<file path="config.mk">
export PLATFORM = sky130hd
export DESIGN_NAME = slot_config
export DESIGN_NICKNAME = d
export VERILOG_FILES = /design/src/design/msx_slots_pkg.sv /design/src/design/slot_config.sv
export SDC_FILE = /design/constraint.sdc
export NUM_CORES = 1
export LEC_CHECK = 0
export BUFFER_PORTS_ARGS = -buffer_cell sky130_fd_sc_hd__buf_2
export CAP_MARGIN = 10
export CORE_AREA = 2 2 39 41
export DETAILED_ROUTE_END_ITERATION = 10
export DIE_AREA = 0 0 41 43
export SETUP_SLACK_MARGIN = 0.1
export SYNTH_ARGS = -nofsm -noshare
export SYNTH_HDL_FRONTEND = slang
export SYNTH_SLANG_ARGS = --single-unit
</file>
<file path="constraint.sdc">
create_clock -name clk -period 2.55 [get_ports clk]
set_input_delay 0.3825 -clock clk [delete_from_list [all_inputs] [get_ports clk]]
set_output_delay 0.3825 -clock clk [all_outputs]
set_load 0.1 [all_outputs]
</file>
<file path="src/design/msx_slots_pkg.sv">
package msx_slots_pkg;

	// CPU side bus
	typedef logic [15:0] cpu_addr_t;
	typedef logic [7:0]  cpu_data_t;

	// ASCII8 bank register contents
	typedef logic [7:0]  bank_t;

	// External ROM memory byte address
	// Bit 21 selects the cartridge slot, 20..13 the bank, 12..0 the offset in the page
	typedef logic [21:0] mem_addr_t;

	// Cartridge mapper types
	typedef enum logic [1:0] {
		mapper_plain  = 2'd0,
		mapper_ascii8 = 2'd1
	} mapper_e;

	// Cartridge memory fetch
	typedef enum logic [1:0] {
		fetch_idle         = 2'd0,
		fetch_req          = 2'd1,
		fetch_wait_ack_low = 2'd2,
		fetch_hold         = 2'd3
	} fetch_state_e;

	// Current owner of the shared memory port
	typedef enum logic [1:0] {
		route_free   = 2'd0,
		route_slot_a = 2'd1,
		route_slot_b = 2'd2
	} route_state_e;

endpackage

</file>
<file path="src/design/slot_config.sv">
`timescale 1ns/1ns

module slot_config (
	input  logic                     clk,
	input  logic                     rst,
	input  logic                     cfg_wr,
	input  logic [1:0]               cfg_addr,
	input  msx_slots_pkg::cpu_data_t cfg_data,
	output msx_slots_pkg::mapper_e   mapper_a,
	output msx_slots_pkg::mapper_e   mapper_b,
	output logic                     rom_en_a,
	output logic                     rom_en_b
);

	logic mapper_ok;

	// Only codes that name a known mapper are taken
	assign mapper_ok = (cfg_data[7:2] == 6'd0) &&
		(cfg_data[1:0] inside {msx_slots_pkg::mapper_plain, msx_slots_pkg::mapper_ascii8});

	always_ff @(posedge clk) begin
		if (rst) begin
			mapper_a <= msx_slots_pkg::mapper_plain;
			mapper_b <= msx_slots_pkg::mapper_plain;
			rom_en_a <= 1'b1;
			rom_en_b <= 1'b1;
		end else if (cfg_wr) begin
			case (cfg_addr)
				2'd0: begin
					if (mapper_ok)
						mapper_a <= msx_slots_pkg::mapper_e'(cfg_data[1:0]);
				end
				2'd1: begin
					if (mapper_ok)
						mapper_b <= msx_slots_pkg::mapper_e'(cfg_data[1:0]);
				end
				2'd2: begin
					rom_en_a <= cfg_data[0];
					rom_en_b <= cfg_data[1];
				end
				default: begin
					// Address 3 is unused
				end
			endcase
		end
	end

endmodule

</file>
==> impl_metrics.yaml <==
sta:
  finalCriticalPeriod_ns: 1.399
  hold_viol: 0
  period_share_pct: 54.85
  clock_skew_ns: 0
  rsz0062_at_grt: "no"
  setup_tns_ns: 0
  tightestPinTransition_ns: 0.4879
  slew_headroom_pct: 67.70
  fmax_mhz: 715.0
  final_max_slew_viol_count: 0
  setup-violations-final: 0
die:
  start_util_pct: 20.89
  ios: 19
  fp.dieArea_um2: 1763
  die_w_um: 41
  rows: 14
  fp.dieH_um: 43
  core_area_um2: 1384
worst_setup_path:
  r2r_start: "rom_en_a$_SDFFE_PP1P_"
  crit_family: "buffers and inverters"
  critPathSlowestCell: "buf_2"
  timing.rr.end: "rom_en_a$_SDFFE_PP1P_"
  path_buf_inv: 1
  worstPathArrival_ns: 1.02
  critPathMaxStageDelay_ns: 0.43
  path_class: "reg2out"
  cp_cell_sequence: "buf_2"
  r2r_slack_ns: 1.93
  endpoint_kind: "primary output"
  path_max_fanout: 2
  worstPathRequired_ns: 2.17
  start_kind: "flop"
  r2r_cells: 2
grt:
  grtUsageTotal_pct: 8.451
  grt_pass1_wl_um: 903
  grt-ovfl-total: 0
  grt_start_max_net_pins: 8
  antenna_found_initial: 0
  grt_pass1_vias: 244
pwr:
  pwr_density_cell_nw_per_um2: 509.0
  ir_worst_vdd_uv: 270.1
  leakage_nw: 0.1878
placement:
  dpl_cell_area_um2: 399.1
  dp_hpwl_um: 544.3
  port_buffers: 18
  gp_congestion: 0.6283
run:
  drv_cap: 0
synth:
  synth-async-reset-ratio_pct: 0
  syn-num-nets: 36
  synth_cell_types: 9
  synth_mux_area_share_pct: 13.85
  synth-compound-area-share_pct: 0
  syn_area_um2: 289.0
  synth-seq-cells: 6
  yosysSeqAreaShare_pct: 41.56
  synthSimpleGateAreaFrac_pct: 44.59
  ys.flop_type: "dfxtp_1"
  synth_area_leaders: "dfxtp_1 42%, nor4_4 15%, mux2i_1 14%"
  synth.avg_cell_area_um2: 12.57
  synth_common_cells: "6 x dfxtp_1, 5 x nand2b_1, 4 x mux2i_1, 2 x nor3b_1, 2 x nor4_4"
  postSynthCellCount: 23
  ys.warnings.count: 0
  synthAdderAreaFrac_pct: 0
  synth_top_family_by_area: "simple AND/OR/NAND/NOR gates"
  synth_edf_count: 0
  synth.most_common_cell: "dfxtp_1"
  yosysTopAreaCellShare_pct: 41.56
  synthDominantAreaCellType: "dfxtp_1"
  synth_xor_area_share_pct: 0
cts:
  clockBufferDepth: 2
  worstSkewPairLatency_ns: 0.24
  cts_setup_buffers: 0
  cts_hold_buf: 0
  htree_num_levels: 1
  clock-root-buffer: "clkbuf_4"
  ctsResizeCount: 0
  cts_buffers: 3
  cts.clk_slew.worst_paths_ns: 0.05
  clock_sinks: 6
  cts_tree: "built"
route:
  vias: 259
  route.antenna.remaining_nets: 0
  drtIter0Drc: 2
  drc: 0
  drt_pass1_iterations: 2
  via_per_inst: 4.317
  wire_per_inst_um: 10.93
  wl_um: 656
outcome:
  status: "finished clean"
layout:
  drive_above_1_share_pct: 54.55
  nets: 59
  finalInstanceArea_um2: 421.7
  antenna_cells: 0
  syn_to_final_growth_pct: 45.89
min_path:
  whs_path_depth: 2
  min_from: "rst"
  min_to: "mapper_a[1]$_SDFFE_PP0P_"
  hold_class: "in2reg"
metal layers:
layer | vias to the layer above | wire (um) | GRT usage, %
li1 | 130 | - | -
met1 | 106 | 329 | 9.709
met2 | 21 | 227 | 10.00
met3 | 2 | 93 | 5.236
met4 | 0 | 6 | 8.000
met5 | - | 0 | 0
how the worst max path moves through the flow:
stage / cells after the start / start / end / slack, ns
2_1_floorplan: 3 / cfg_data[3] / mapper_a[0]$_SDFFE_PP0P_ / 1.10
3_3_place_gp: 4 / cfg_data[3] / mapper_a[0]$_SDFFE_PP0P_ / 0.93
5_1_grt: 1 / mapper_b[0]$_SDFFE_PP0P_ / mapper_b[0] / 1.12
3_5_place_dp: 4 / cfg_data[3] / mapper_a[0]$_SDFFE_PP0P_ / 0.95
6_report: 1 / mapper_b[0]$_SDFFE_PP0P_ / mapper_b[0] / 1.15
4_1_cts: 1 / rom_en_a$_SDFFE_PP1P_ / rom_en_a / 1.15
registers in the layout, indices dropped and copies added, names as in the netlist:
register / cells
rom_en_a: 1
mapper_b: 2
rom_en_b: 1
mapper_a: 2
metrics by stage:
stage,hold slack [ns],std cells,worst slack [ns],utilization [%],total power [mW]
6_report,0.3801,60,1.151,30.47,0.2146
4_1_cts,0.3734,60,1.148,30.47,0.2182
3_3_place_gp,0.4639,57,0.9274,28.84,0.1286
3_5_place_dp,0.4659,57,0.9450,28.84,0.1286
5_1_grt,0.3971,60,1.120,30.47,0.2251
2_1_floorplan,0.4586,23,1.105,-,0.1131
where the power goes:
part | internal, mW | total, mW | switching, mW
registers | 0.0952 | 0.0958 | 0.000602
clock network | 0.0533 | 0.0881 | 0.0348
logic | 0.0122 | 0.0307 | 0.0186
placed cells by master (no fill, tap or decap), drive strengths merged:
master and instances:
mux2i 4, buf 18, or4 1, nand3b 1, nand2b 5, nor4 2
or4b 1, dfxtp 6, clkbuf 3, or4bb 1, nor3b 2
kinds of logic (layout without fill, tap and decap cells):
kind of cell	Yosys count	count (layout)
buffers and inverters	0	21
AND/OR/NAND/NOR	13	13
flip-flops	6	6
multiplexers	4	4
layout make-up:
cell class	count	area [um2]
Clock buffer	3	22.52
Fill cell	153	962.2
Multi-Input combinational cell	17	168.9
Sequential cell	6	120.1
Tap cell	16	20.02
Timing Repair Buffer	18	90.09
(Power assumes the default switching activity.)
