### src/design/msx_slots_pkg.sv
package msx_slots_pkg;

	// CPU side bus
	typedef logic [15:0] cpu_addr_t;
	typedef logic [7:0]  cpu_data_t;

	// ASCII8 bank register contents
	typedef logic [7:0]  bank_t;

	// External ROM memory byte address
	// Bit 21 selects the cartridge slot, 20..13 the bank, 12..0 the offset in the page
	typedef logic [21:0] mem_addr_t;

	// Cartridge mapper types
	typedef enum logic [1:0] {
		mapper_plain  = 2'd0,
		mapper_ascii8 = 2'd1
	} mapper_e;

	// Cartridge memory fetch
	typedef enum logic [1:0] {
		fetch_idle         = 2'd0,
		fetch_req          = 2'd1,
		fetch_wait_ack_low = 2'd2,
		fetch_hold         = 2'd3
	} fetch_state_e;

	// Current owner of the shared memory port
	typedef enum logic [1:0] {
		route_free   = 2'd0,
		route_slot_a = 2'd1,
		route_slot_b = 2'd2
	} route_state_e;

endpackage

### src/design/slot_router.sv
`timescale 1ns/1ns

module slot_router (
	input  logic                     clk,
	input  logic                     rst,
	input  logic [3:0]               sltsl_n,
	input  msx_slots_pkg::cpu_data_t d_a,
	input  msx_slots_pkg::cpu_data_t d_b,
	input  msx_slots_pkg::cpu_data_t d_ram,
	input  logic                     wait_a,
	input  logic                     wait_b,
	input  logic                     req_a,
	input  logic                     req_b,
	input  logic [20:0]              req_addr_a,
	input  logic [20:0]              req_addr_b,
	output logic                     ack_a,
	output logic                     ack_b,
	output logic                     mem_req,
	output msx_slots_pkg::mem_addr_t mem_addr,
	input  logic                     mem_ack,
	output msx_slots_pkg::cpu_data_t d_to_cpu,
	output logic                     cpu_wait
);

	msx_slots_pkg::route_state_e state;
	msx_slots_pkg::route_state_e owner;

	// Slot 0 and no selection both read as 0xFF
	always_comb begin
		if (!sltsl_n[1])
			d_to_cpu = d_a;
		else if (!sltsl_n[2])
			d_to_cpu = d_b;
		else if (!sltsl_n[3])
			d_to_cpu = d_ram;
		else
			d_to_cpu = 8'hFF;
	end

	assign cpu_wait = wait_a | wait_b;

	// A free port is handed over in the same cycle, slot 1 first
	always_comb begin
		owner = state;
		if (state == msx_slots_pkg::route_free) begin
			if (req_a)
				owner = msx_slots_pkg::route_slot_a;
			else if (req_b)
				owner = msx_slots_pkg::route_slot_b;
		end
	end

	always_comb begin
		case (owner)
			msx_slots_pkg::route_slot_a: mem_req = req_a;
			msx_slots_pkg::route_slot_b: mem_req = req_b;
			default:                     mem_req = 1'b0;
		endcase
	end

	assign mem_addr = (owner == msx_slots_pkg::route_slot_b) ?
		{1'b1, req_addr_b} : {1'b0, req_addr_a};

	assign ack_a = (owner == msx_slots_pkg::route_slot_a) && mem_ack;
	assign ack_b = (owner == msx_slots_pkg::route_slot_b) && mem_ack;

	// Owner held until the handshake is back to idle
	always_ff @(posedge clk) begin
		if (rst)
			state <= msx_slots_pkg::route_free;
		else if (state == msx_slots_pkg::route_free)
			state <= owner;
		else if (!mem_req && !mem_ack)
			state <= msx_slots_pkg::route_free;
	end

endmodule

### config.mk
export PLATFORM = sky130hd
export DESIGN_NAME = slot_router
export DESIGN_NICKNAME = d
export VERILOG_FILES = /design/src/design/msx_slots_pkg.sv /design/src/design/slot_router.sv
export SDC_FILE = /design/constraint.sdc
export NUM_CORES = 1
export LEC_CHECK = 0
export ABC_AREA = 1
export BUFFER_PORTS_ARGS = -buffer_cell sky130_fd_sc_hd__buf_4
export CAP_MARGIN = 25
export CORE_MARGIN = 2
export CORE_UTILIZATION = 25
export DETAILED_ROUTE_END_ITERATION = 10
export HOLD_SLACK_MARGIN = 0.05
export PLACE_DENSITY = 0.76
export SKIP_CTS_REPAIR_TIMING = 1
export SYNTH_ARGS = -nofsm -noshare
export SYNTH_HDL_FRONTEND = slang
export SYNTH_SLANG_ARGS = --single-unit
### constraint.sdc
create_clock -name clk -period 1.5 [get_ports clk]
set_input_delay 0.225 -clock clk [delete_from_list [all_inputs] [get_ports clk]]
set_output_delay 0.225 -clock clk [all_outputs]
set_load 0.01 [all_outputs]
==> impl_metrics.ini <==
[detailed_routing]
vias_per_cell = 4.40
drt_iter0_drc = 22
route.detailed.drc = 0
wl_mm = 3.15
drtPass1Iterations = 4
vias = 1060
ant_nets = 0
routedWlPerCell_um = 13.1

[yosys]
synthCells = 90
ys_seq_elements = 2
synth_area_um2 = 674
syn-num-nets = 170
ys_warn_count = 0
synth.avg_cell_area_um2 = 7.49
synth_cell_type_count = 14
seq_area_frac_synth_pct = 5.94

[timing]
post-route-period-util_pct = 123
worst_slew_margin_rel_pct = 83.6
slew_viol_final = 0
rsz0062_at_grt = true
fmax_ghz = 0.544
finalHoldViolCount = 0
setup_viol = 26
skew_ns = 0.00652
fin_ws_ns = -0.339
period_minus_slack_ns = 1.84
worst_pin_slew_ns = 0.245

[floorplanning]
design.core.area_um2 = 2520
core.rowCount = 18
pin_count = 111
start_util_pct = 26.7
die_w_um = 55.9
dieArea_um2 = 3130
die_h_um = 55.9

[grt]
grt_antenna_before_repair = 0
grt.busiest_layer = met2
grt_use_met3_pct = 0.698
met1_usage_pct = 17.5
overflow = 0
grt_max_degree = 11
use_met2_pct = 40.6
grt_pass1_wl_mm = 4.66
grtUsageTotal_pct = 18.2
grt_pass1_vias = 1040

[power_and_ir_drop]
cellPowerDensity_nw_per_um2 = 475
swShare_pct = 31.9
p_leak_nw = 0.997
peakVddDrop_mv = 0.437
p_int_w = 0.000592
p_seq_share_pct = 7.6
clockPowerShare_pct = 13.4
p_comb_share_pct = 79.0
p_sw_w = 0.000277

[worst_setup_path]
cp_cell_sequence = inv_4 > a21oi_4 > ha_4 > clkbuf_16 > mux2_4 > buf_6
critical-path-top-delay-family = flip-flops
worst_ep_arrival_time_ns = 1.61
cp.required_ns = 1.27
r2r_start = state[1]$_SDFFE_PP0P_
cp_max_fo = 6
cp_slowest_stage_delay_ns = 0.34
critPathSlowestCell = dfxtp_2
cp-end-kind = primary output
critPathLaunch = state[1]$_SDFFE_PP0P_
startpoint_type = register
crit_buf_inv = 3
path_class = register to primary output

[place]
place_inst = 234
numPortBuffers = 109
gp_congestion = 0.698
pre_cts_ws_ns = -0.142
dp_hpwl_mm = 2.69

[final_layout]
layout_commonest_cell = buf_4
most-common-layout-cells = buf_4 (90), buf_6 (28), mux2_4 (21), nand2_1 (14), nor2_1 (9)
syn2layout_area_growth_pct = 171
antenna_cells = 0
fillers = 207
largest_reg_flops = 2
largest-register = state
nNetsFinal = 293
layout-drive-gt1-share_pct = 76.3
instances_no_fill = 241
reg.largest.list = state x2

[run_status]
violations = negative setup slack
status = finished, violations left

[clock_tree]
cts_tree = built
cts_buffers = 3
ctsLongestPathBuffers = 2
htreeDepth = 1
cts.sinks = 2
insertion_delay_ns = 0.22
cts_root_buf = clkbuf_4
clk_pin_slew_ns = 0.03

[min_path]
hold_class = input pin to register
hold_start = rst

[job]
drv_cap = 0
through the flow:
| stage | instance area [um^2] | hold slack [ns] | utilization [%] | TNS, ns | power, W |
|---|---|---|---|---|---|
| 2_1_floorplan | 691 | 0.363 | - | 0 | 0.000309 |
| 3_3_place_gp | 1590 | 0.469 | 63.0 | -2.43 | 0.000623 |
| 3_5_place_dp | 1590 | 0.479 | 63.0 | -2.75 | 0.000639 |
| 4_1_cts | 1610 | 0.249 | 63.9 | -8.23 | 0.000762 |
| 5_1_grt | 1830 | 0.269 | 72.6 | -9.16 | 0.000935 |
| 6_report | 1830 | 0.254 | 72.6 | -7.09 | 0.000869 |
power groups by stage:
stage          clock network [W]  registers [W]  logic [W]
6_report                0.000116      0.0000661   0.000687
3_3_place_gp                   0      0.0000623   0.000561
2_1_floorplan                  0      0.0000619   0.000247
5_1_grt                 0.000135      0.0000669   0.000733
4_1_cts                 0.000122      0.0000619   0.000578
3_5_place_dp                   0      0.0000626   0.000576
worst register-to-register path: cells and delay by family (launching register included):
family | cells | cell delay (ns)
flops | 1 | 0.34
fa+ha+maj | 1 | 0.25
buf+inv | 7 | 0.51
compound gates | 1 | 0.18
simple gates | 3 | 0.19
routing by layer:
layer	share of wire (%)	routed length, um
met1	31	979
met4	0.60	19
met2	65	2060
met3	2.8	89
met5	0	0
cell type report:
type	count	area, um^2	share of cell area, %
multi-input cells	74	642	35.1
clock buffers	3	22.5	1.23
flip-flops and latches	2	45.0	2.46
repair buffers	120	1040	56.6
well taps	30	37.5	2.05
inverters	12	47.5	2.60
cell usage after synthesis, drive strengths merged:
master	number	share of area [%]
mux2	21	46
buf	2	3.3
a21oi	2	1.5
ha	3	5.6
dfxtp	2	5.9
nand2	19	11
o21ai	16	12
nor2	10	5.6
inv	12	6.7
nand3	2	1.5
or2	1	0.93
cells by family (layout without fill, tap and decap cells):
| group | after synthesis | in the layout | share of synthesized area (%) |
|---|---|---|---|
| fa+ha+maj | 3 | 3 | 5.57 |
| compound gates | 18 | 18 | 13.4 |
| flops | 2 | 2 | 5.94 |
| buf+inv | 14 | 135 | 10.0 |
| mux | 21 | 21 | 46.2 |
| simple gates | 32 | 32 | 18.9 |
final timing paths:
check | endpoint | slack [ns] | cells after the start
worst max register to register | state[1]$_SDFFE_PP0P_ | -0.06 | 12
worst min-delay path | state[0]$_SDFFE_PP0P_ | 0.25 | 4
worst max-delay path | mem_addr[11] | -0.34 | 6
worst min register to register | state[1]$_SDFFE_PP0P_ | 0.52 | 3
(Power assumes the default switching activity.)
