`src/design/msx_slots_pkg.sv`:
```
package msx_slots_pkg;

	// CPU side bus
	typedef logic [15:0] cpu_addr_t;
	typedef logic [7:0]  cpu_data_t;

	// ASCII8 bank register contents
	typedef logic [7:0]  bank_t;

	// External ROM memory byte address
	// Bit 21 selects the cartridge slot, 20..13 the bank, 12..0 the offset in the page
	typedef logic [21:0] mem_addr_t;

	// Cartridge mapper types
	typedef enum logic [1:0] {
		mapper_plain  = 2'd0,
		mapper_ascii8 = 2'd1
	} mapper_e;

	// Cartridge memory fetch
	typedef enum logic [1:0] {
		fetch_idle         = 2'd0,
		fetch_req          = 2'd1,
		fetch_wait_ack_low = 2'd2,
		fetch_hold         = 2'd3
	} fetch_state_e;

	// Current owner of the shared memory port
	typedef enum logic [1:0] {
		route_free   = 2'd0,
		route_slot_a = 2'd1,
		route_slot_b = 2'd2
	} route_state_e;

endpackage

```
`src/design/cart_mapper.sv`:
```
`timescale 1ns/1ns

module cart_mapper (
	input  logic                     clk,
	input  logic                     clk_en,
	input  logic                     rst,
	input  msx_slots_pkg::cpu_addr_t addr,
	input  msx_slots_pkg::cpu_data_t d_from_cpu,
	input  logic                     rd_n,
	input  logic                     wr_n,
	input  logic                     sltsl_n,
	input  msx_slots_pkg::mapper_e   mapper,
	input  logic                     rom_en,
	output msx_slots_pkg::cpu_data_t d_to_cpu,
	output logic                     wait_req,
	output logic                     req,
	output logic [20:0]              req_addr,
	input  logic                     ack,
	input  msx_slots_pkg::cpu_data_t data
);

	msx_slots_pkg::fetch_state_e state;
	msx_slots_pkg::bank_t        bank_regs [4];
	msx_slots_pkg::bank_t        bank;
	msx_slots_pkg::cpu_data_t    rd_data;
	logic [14:0]                 offset;
	logic                        in_range;
	logic                        bank_wr;
	logic                        rd_n_q;
	logic                        read_start;

	// Cartridge window 0x4000 to 0xBFFF
	assign in_range = (addr[15:14] == 2'b01) || (addr[15:14] == 2'b10);
	assign offset   = addr[14:0] - 15'h4000;

	// Page 0 is 0x4000, so offset bits 14..13 give the page index
	always_comb begin
		if (mapper == msx_slots_pkg::mapper_ascii8)
			bank = bank_regs[offset[14:13]];
		else
			bank = {6'd0, offset[14:13]};
	end

	// ASCII8 bank select window 0x6000 to 0x7FFF
	assign bank_wr = clk_en && !wr_n && !sltsl_n &&
		(mapper == msx_slots_pkg::mapper_ascii8) && (addr[15:13] == 3'b011);

	always_ff @(posedge clk) begin
		if (rst) begin
			for (int i = 0; i < 4; i++)
				bank_regs[i] <= msx_slots_pkg::bank_t'(i);
		end else if (bank_wr) begin
			bank_regs[addr[12:11]] <= d_from_cpu;
		end
	end

	// Falling rd_n seen on the CPU clock enable
	always_ff @(posedge clk) begin
		if (rst)
			rd_n_q <= 1'b1;
		else if (clk_en)
			rd_n_q <= rd_n;
	end

	assign read_start = clk_en && rd_n_q && !rd_n && !sltsl_n && rom_en && in_range;

	// Handshake side runs every clk
	always_ff @(posedge clk) begin
		if (rst) begin
			state <= msx_slots_pkg::fetch_idle;
		end else begin
			case (state)
				msx_slots_pkg::fetch_idle: begin
					if (read_start)
						state <= msx_slots_pkg::fetch_req;
				end
				msx_slots_pkg::fetch_req: begin
					if (ack)
						state <= msx_slots_pkg::fetch_wait_ack_low;
				end
				msx_slots_pkg::fetch_wait_ack_low: begin
					if (!ack)
						state <= msx_slots_pkg::fetch_hold;
				end
				msx_slots_pkg::fetch_hold: begin
					// Byte stays on the bus until the CPU ends the read
					if (clk_en && rd_n)
						state <= msx_slots_pkg::fetch_idle;
				end
				default: begin
					state <= msx_slots_pkg::fetch_idle;
				end
			endcase
		end
	end

	// Address is frozen for the whole request
	always_ff @(posedge clk) begin
		if (read_start)
			req_addr <= {bank, addr[12:0]};
		if ((state == msx_slots_pkg::fetch_req) && ack)
			rd_data <= data;
	end

	assign req      = (state == msx_slots_pkg::fetch_req);
	assign wait_req = (state == msx_slots_pkg::fetch_req) ||
		(state == msx_slots_pkg::fetch_wait_ack_low);

	// Unmapped or disabled reads float high
	assign d_to_cpu = (rom_en && in_range) ? rd_data : 8'hFF;

endmodule

```
`config.mk`:
```
export PLATFORM = sky130hd
export DESIGN_NAME = cart_mapper
export DESIGN_NICKNAME = d
export VERILOG_FILES = /design/src/design/msx_slots_pkg.sv /design/src/design/cart_mapper.sv
export SDC_FILE = /design/constraint.sdc
export NUM_CORES = 1
export LEC_CHECK = 0
export BUFFER_PORTS_ARGS = -buffer_cell sky130_fd_sc_hd__buf_2
export CAP_MARGIN = 20
export CORE_MARGIN = 1.5
export CORE_UTILIZATION = 45
export CTS_CLUSTER_DIAMETER = 120
export CTS_CLUSTER_SIZE = 14
export DETAILED_ROUTE_END_ITERATION = 10
export PLACE_DENSITY = 0.8
export SYNTH_ARGS = -nofsm -noshare
export SYNTH_HDL_FRONTEND = slang
export SYNTH_SLANG_ARGS = --single-unit
```
`constraint.sdc`:
```
create_clock -name clk -period 2.05 [get_ports clk]
set_input_delay 0 -clock clk [delete_from_list [all_inputs] [get_ports clk]]
set_output_delay 0 -clock clk [all_outputs]
set_load 0.1 [all_outputs]
```
==> qor.csv <==
metric,value,unit
CP dominant cell by count,dlygate4sd3_1,
DR iter-0 viols,128,
Final Routed Wirelength,5.33,mm
row count,27,
Layout Skew,0.00679,ns
PwrDens,840,mW/mm2
IO buf count,72,
post-synthesis sequential area ratio,70.7,%
CORE AREA,0.00561,mm2
Seq pwr share,51.8,%
Max Slew Vio Count,0,
Post-synth ARST share,0,%
vias in the first global route,1683,
Worst-path clk slew,0.06,ns
Synth Area per Inst,15.4,um2
Hold EP,bank_regs[3][6],
WHS Path Cells,3,
layout cell share with drive strength beyond 1,36.4,%
TritonRoute pass-1 iters,5,
largest net degree at the start of global routing,22,
Die X-Extent,80.1,um
I/O pin total,73,
synth unique cells,31,
CP Capture Type,register,
Sum Neg Setup Slack,0,ns
internal power,2.12,mW
post-synthesis net count,220,
Tcrit/Tclk final,81.4,%
unrepaired setup endpoints after global routing,false,
Finished Core Util,63.1,%
maximum root-to-sink buffer count,2,
Max IR drop VDD,0.368,mV
placed wire-length estimate,3.69,mm
Final min period,1.67,ns
worst reg2reg path startpoint,state[1],
routed vias,1774,
critical-path cell list,dlygate4sd3_1 > buf_2 > nand2_1 > dlygate4sd3_1 > nand2_1 > dlygate4sd3_1,
CTS buffer count,9,
first-pass GRT wire length,7.90,mm
clock network fraction of total power,28.2,%
Hold Startpoint,d_from_cpu[6],
leading post-synthesis cells by cell area,"edfxtp_1 (68%), mux4_2 (5.0%), nor2_1 (3.1%)",
Net Sw Power,858,uW
Worst Hold Slack,0.101,ns
most frequent cells in the layout,"buf_2 (72), edfxtp_1 (61), dlygate4sd3_1 (27)",
grt ovf,0,
crit path launch type,input port,
Yosys warnings,0,
Nets,328,
Crit Reg-Reg Endpoint,state[0],
Die Area,0.00642,mm2
"Cell Count, Final, Fillers Out",358,
switching share of power,28.8,%
relative slew slack,67.4,%
crit path buf inv count,4,
"commonest non-fill, non-tap cell in the layout",buf_2,
Area Growth Syn to Fin,32.3,%
"CP delay by family, top",buffers and inverters,
drt via density,4.96,
H-tree Lvls,3,
worst-path maximum fanout,3,
combinational power share,20.0,%
max cap viols,0,
Pleak,1.38,nW
DRT antenna net count,0,
"EDFF count, synth",61,
final setup fails,0,
clock latency on the worst-skew pair,0.33,ns
Max Clk Rate,600,MHz
CP max-delay cell,dlygate4sd3_1,
FF-to-FF setup slack,0.60,ns
Starting Density,47.7,%
Yosys top cell by area,edfxtp_1,
Syn Inst Count,174,
GRT Total Usage,17.7,%
routed len/inst,14.9,um
Post-Synthesis Cell Area,0.00268,mm2
Setup Crit Path Kind,input port to register,
Root Buffer,clkbuf_8,
initial antenna violation count,0,
GPL Wtd Cong,0.783,
ys flop type,edfxtp_1,
r2r worst-path depth,6,
Post-DP Area,0.00312,mm2
cell area after layout,0.00354,mm2
Least-Margin Pin Slew,0.492,ns
CP max stage delay,0.55,ns
critical path arrival,1.88,ns
HP Class,input port to register,
drt drc,0,
TritonCTS clock tree,built,
status,"complete, no violations",
placed instance count,316,
share of the synthesized area in the top cell type,68.4,%
"flops & latches, synth",64,
die height,80.1,um
Fin. Hold Viols,0,
Critical Path RT,2.27,ns
CTS sink count,64,
n_diodes,0,
# fillers,403,
[per-layer routing]
metal,vias to the layer above,wire (um),track usage (%)
met5,-,0,0
met4,0,156,12.4
met3,14,362,4.55
met2,83,2640,28.3
met1,819,2170,20.6
li1,858,-,-
[cells by family (layout without fill, tap and decap cells)]
family / after synthesis / in the layout / share of synthesized area (%)
buf+inv: 8 / 120 / 1.22
simple gates: 76 / 76 / 16.2
fa+ha+maj: 4 / 4 / 1.87
compound gates: 10 / 10 / 2.66
mux: 11 / 11 / 7.01
xor+xnor: 1 / 1 / 0.327
flops: 64 / 64 / 70.7
[metrics by stage]
stage	worst slack, ns	total power, mW
global placement	0.396	2.11
finish	0.382	2.97
CTS	0.403	3.00
global route	0.345	3.10
detailed placement	0.290	2.12
floorplan	0.139	2.01
[layout make-up]
class	instances	area [um2]	share of cell area, %
Inverter	4	15.0	0.424
Clock buffer	13	139	3.92
Tap cell	72	90.1	2.54
Multi-Input combinational cell	102	752	21.2
Timing Repair Buffer	101	646	18.2
Sequential cell	64	1890	53.4
Clock inverter	2	7.51	0.212
[worst max path at each step]
| stage | start | endpoint | slack, ns | cells past startpoint |
|---|---|---|---|---|
| after floorplan | state[1] | rd_data[0] | 0.14 | 3 |
| after global placement | addr[13] | bank_regs[2][7] | 0.40 | 5 |
| after detailed placement | addr[13] | bank_regs[2][2] | 0.29 | 5 |
| after CTS | rd_n | rd_n_q | 0.40 | 6 |
| after global routing | rd_n | rd_n_q | 0.34 | 6 |
| final | rd_n | rd_n_q | 0.38 | 6 |
[power groups by stage]
stage	clock network [mW]	logic, mW	registers, mW
after CTS	0.867	0.596	1.54
after global routing	0.917	0.632	1.55
final	0.839	0.595	1.54
after global placement	0	0.547	1.56
after detailed placement	0	0.555	1.57
after floorplan	0	0.428	1.58
[Yosys cell counts (3+ instances only)]
| cell | count |
|---|---|
| nor2b_1 | 4 |
| dfxtp_1 | 3 |
| a21oi_1 | 3 |
| edfxtp_1 | 61 |
| ha_1 | 4 |
| and3_1 | 8 |
| and2_1 | 8 |
| nand2_1 | 6 |
| inv_1 | 4 |
| mux4_2 | 6 |
| mux2i_1 | 3 |
| nand2b_1 | 11 |
| nor2_1 | 22 |
| or2_2 | 8 |
[worst reg2reg max path: cells and delay by family (launching register included)]
| family | cells | cell delay (ns) |
|---|---|---|
| flip-flops | 1 | 0.38 |
| AND/OR/NAND/NOR | 2 | 0.21 |
| AO/OA/AOI/OAI | 2 | 0.48 |
| buffers and inverters | 1 | 0.08 |
| adder cells (fa/ha/maj) | 1 | 0.20 |
[what timing repair did]
item                      CTS  global route
gates resized for setup     0             0
setup buffers               0             0
hold endpoints to repair   29             0
hold buffers               27             0
[flip-flops by register name, indices dropped and copies added, names as in the netlist]
signal,cells
req_addr,21
rd_n_q,1
rd_data,8
state,2
bank_regs,32
(Power assumes the default switching activity.)
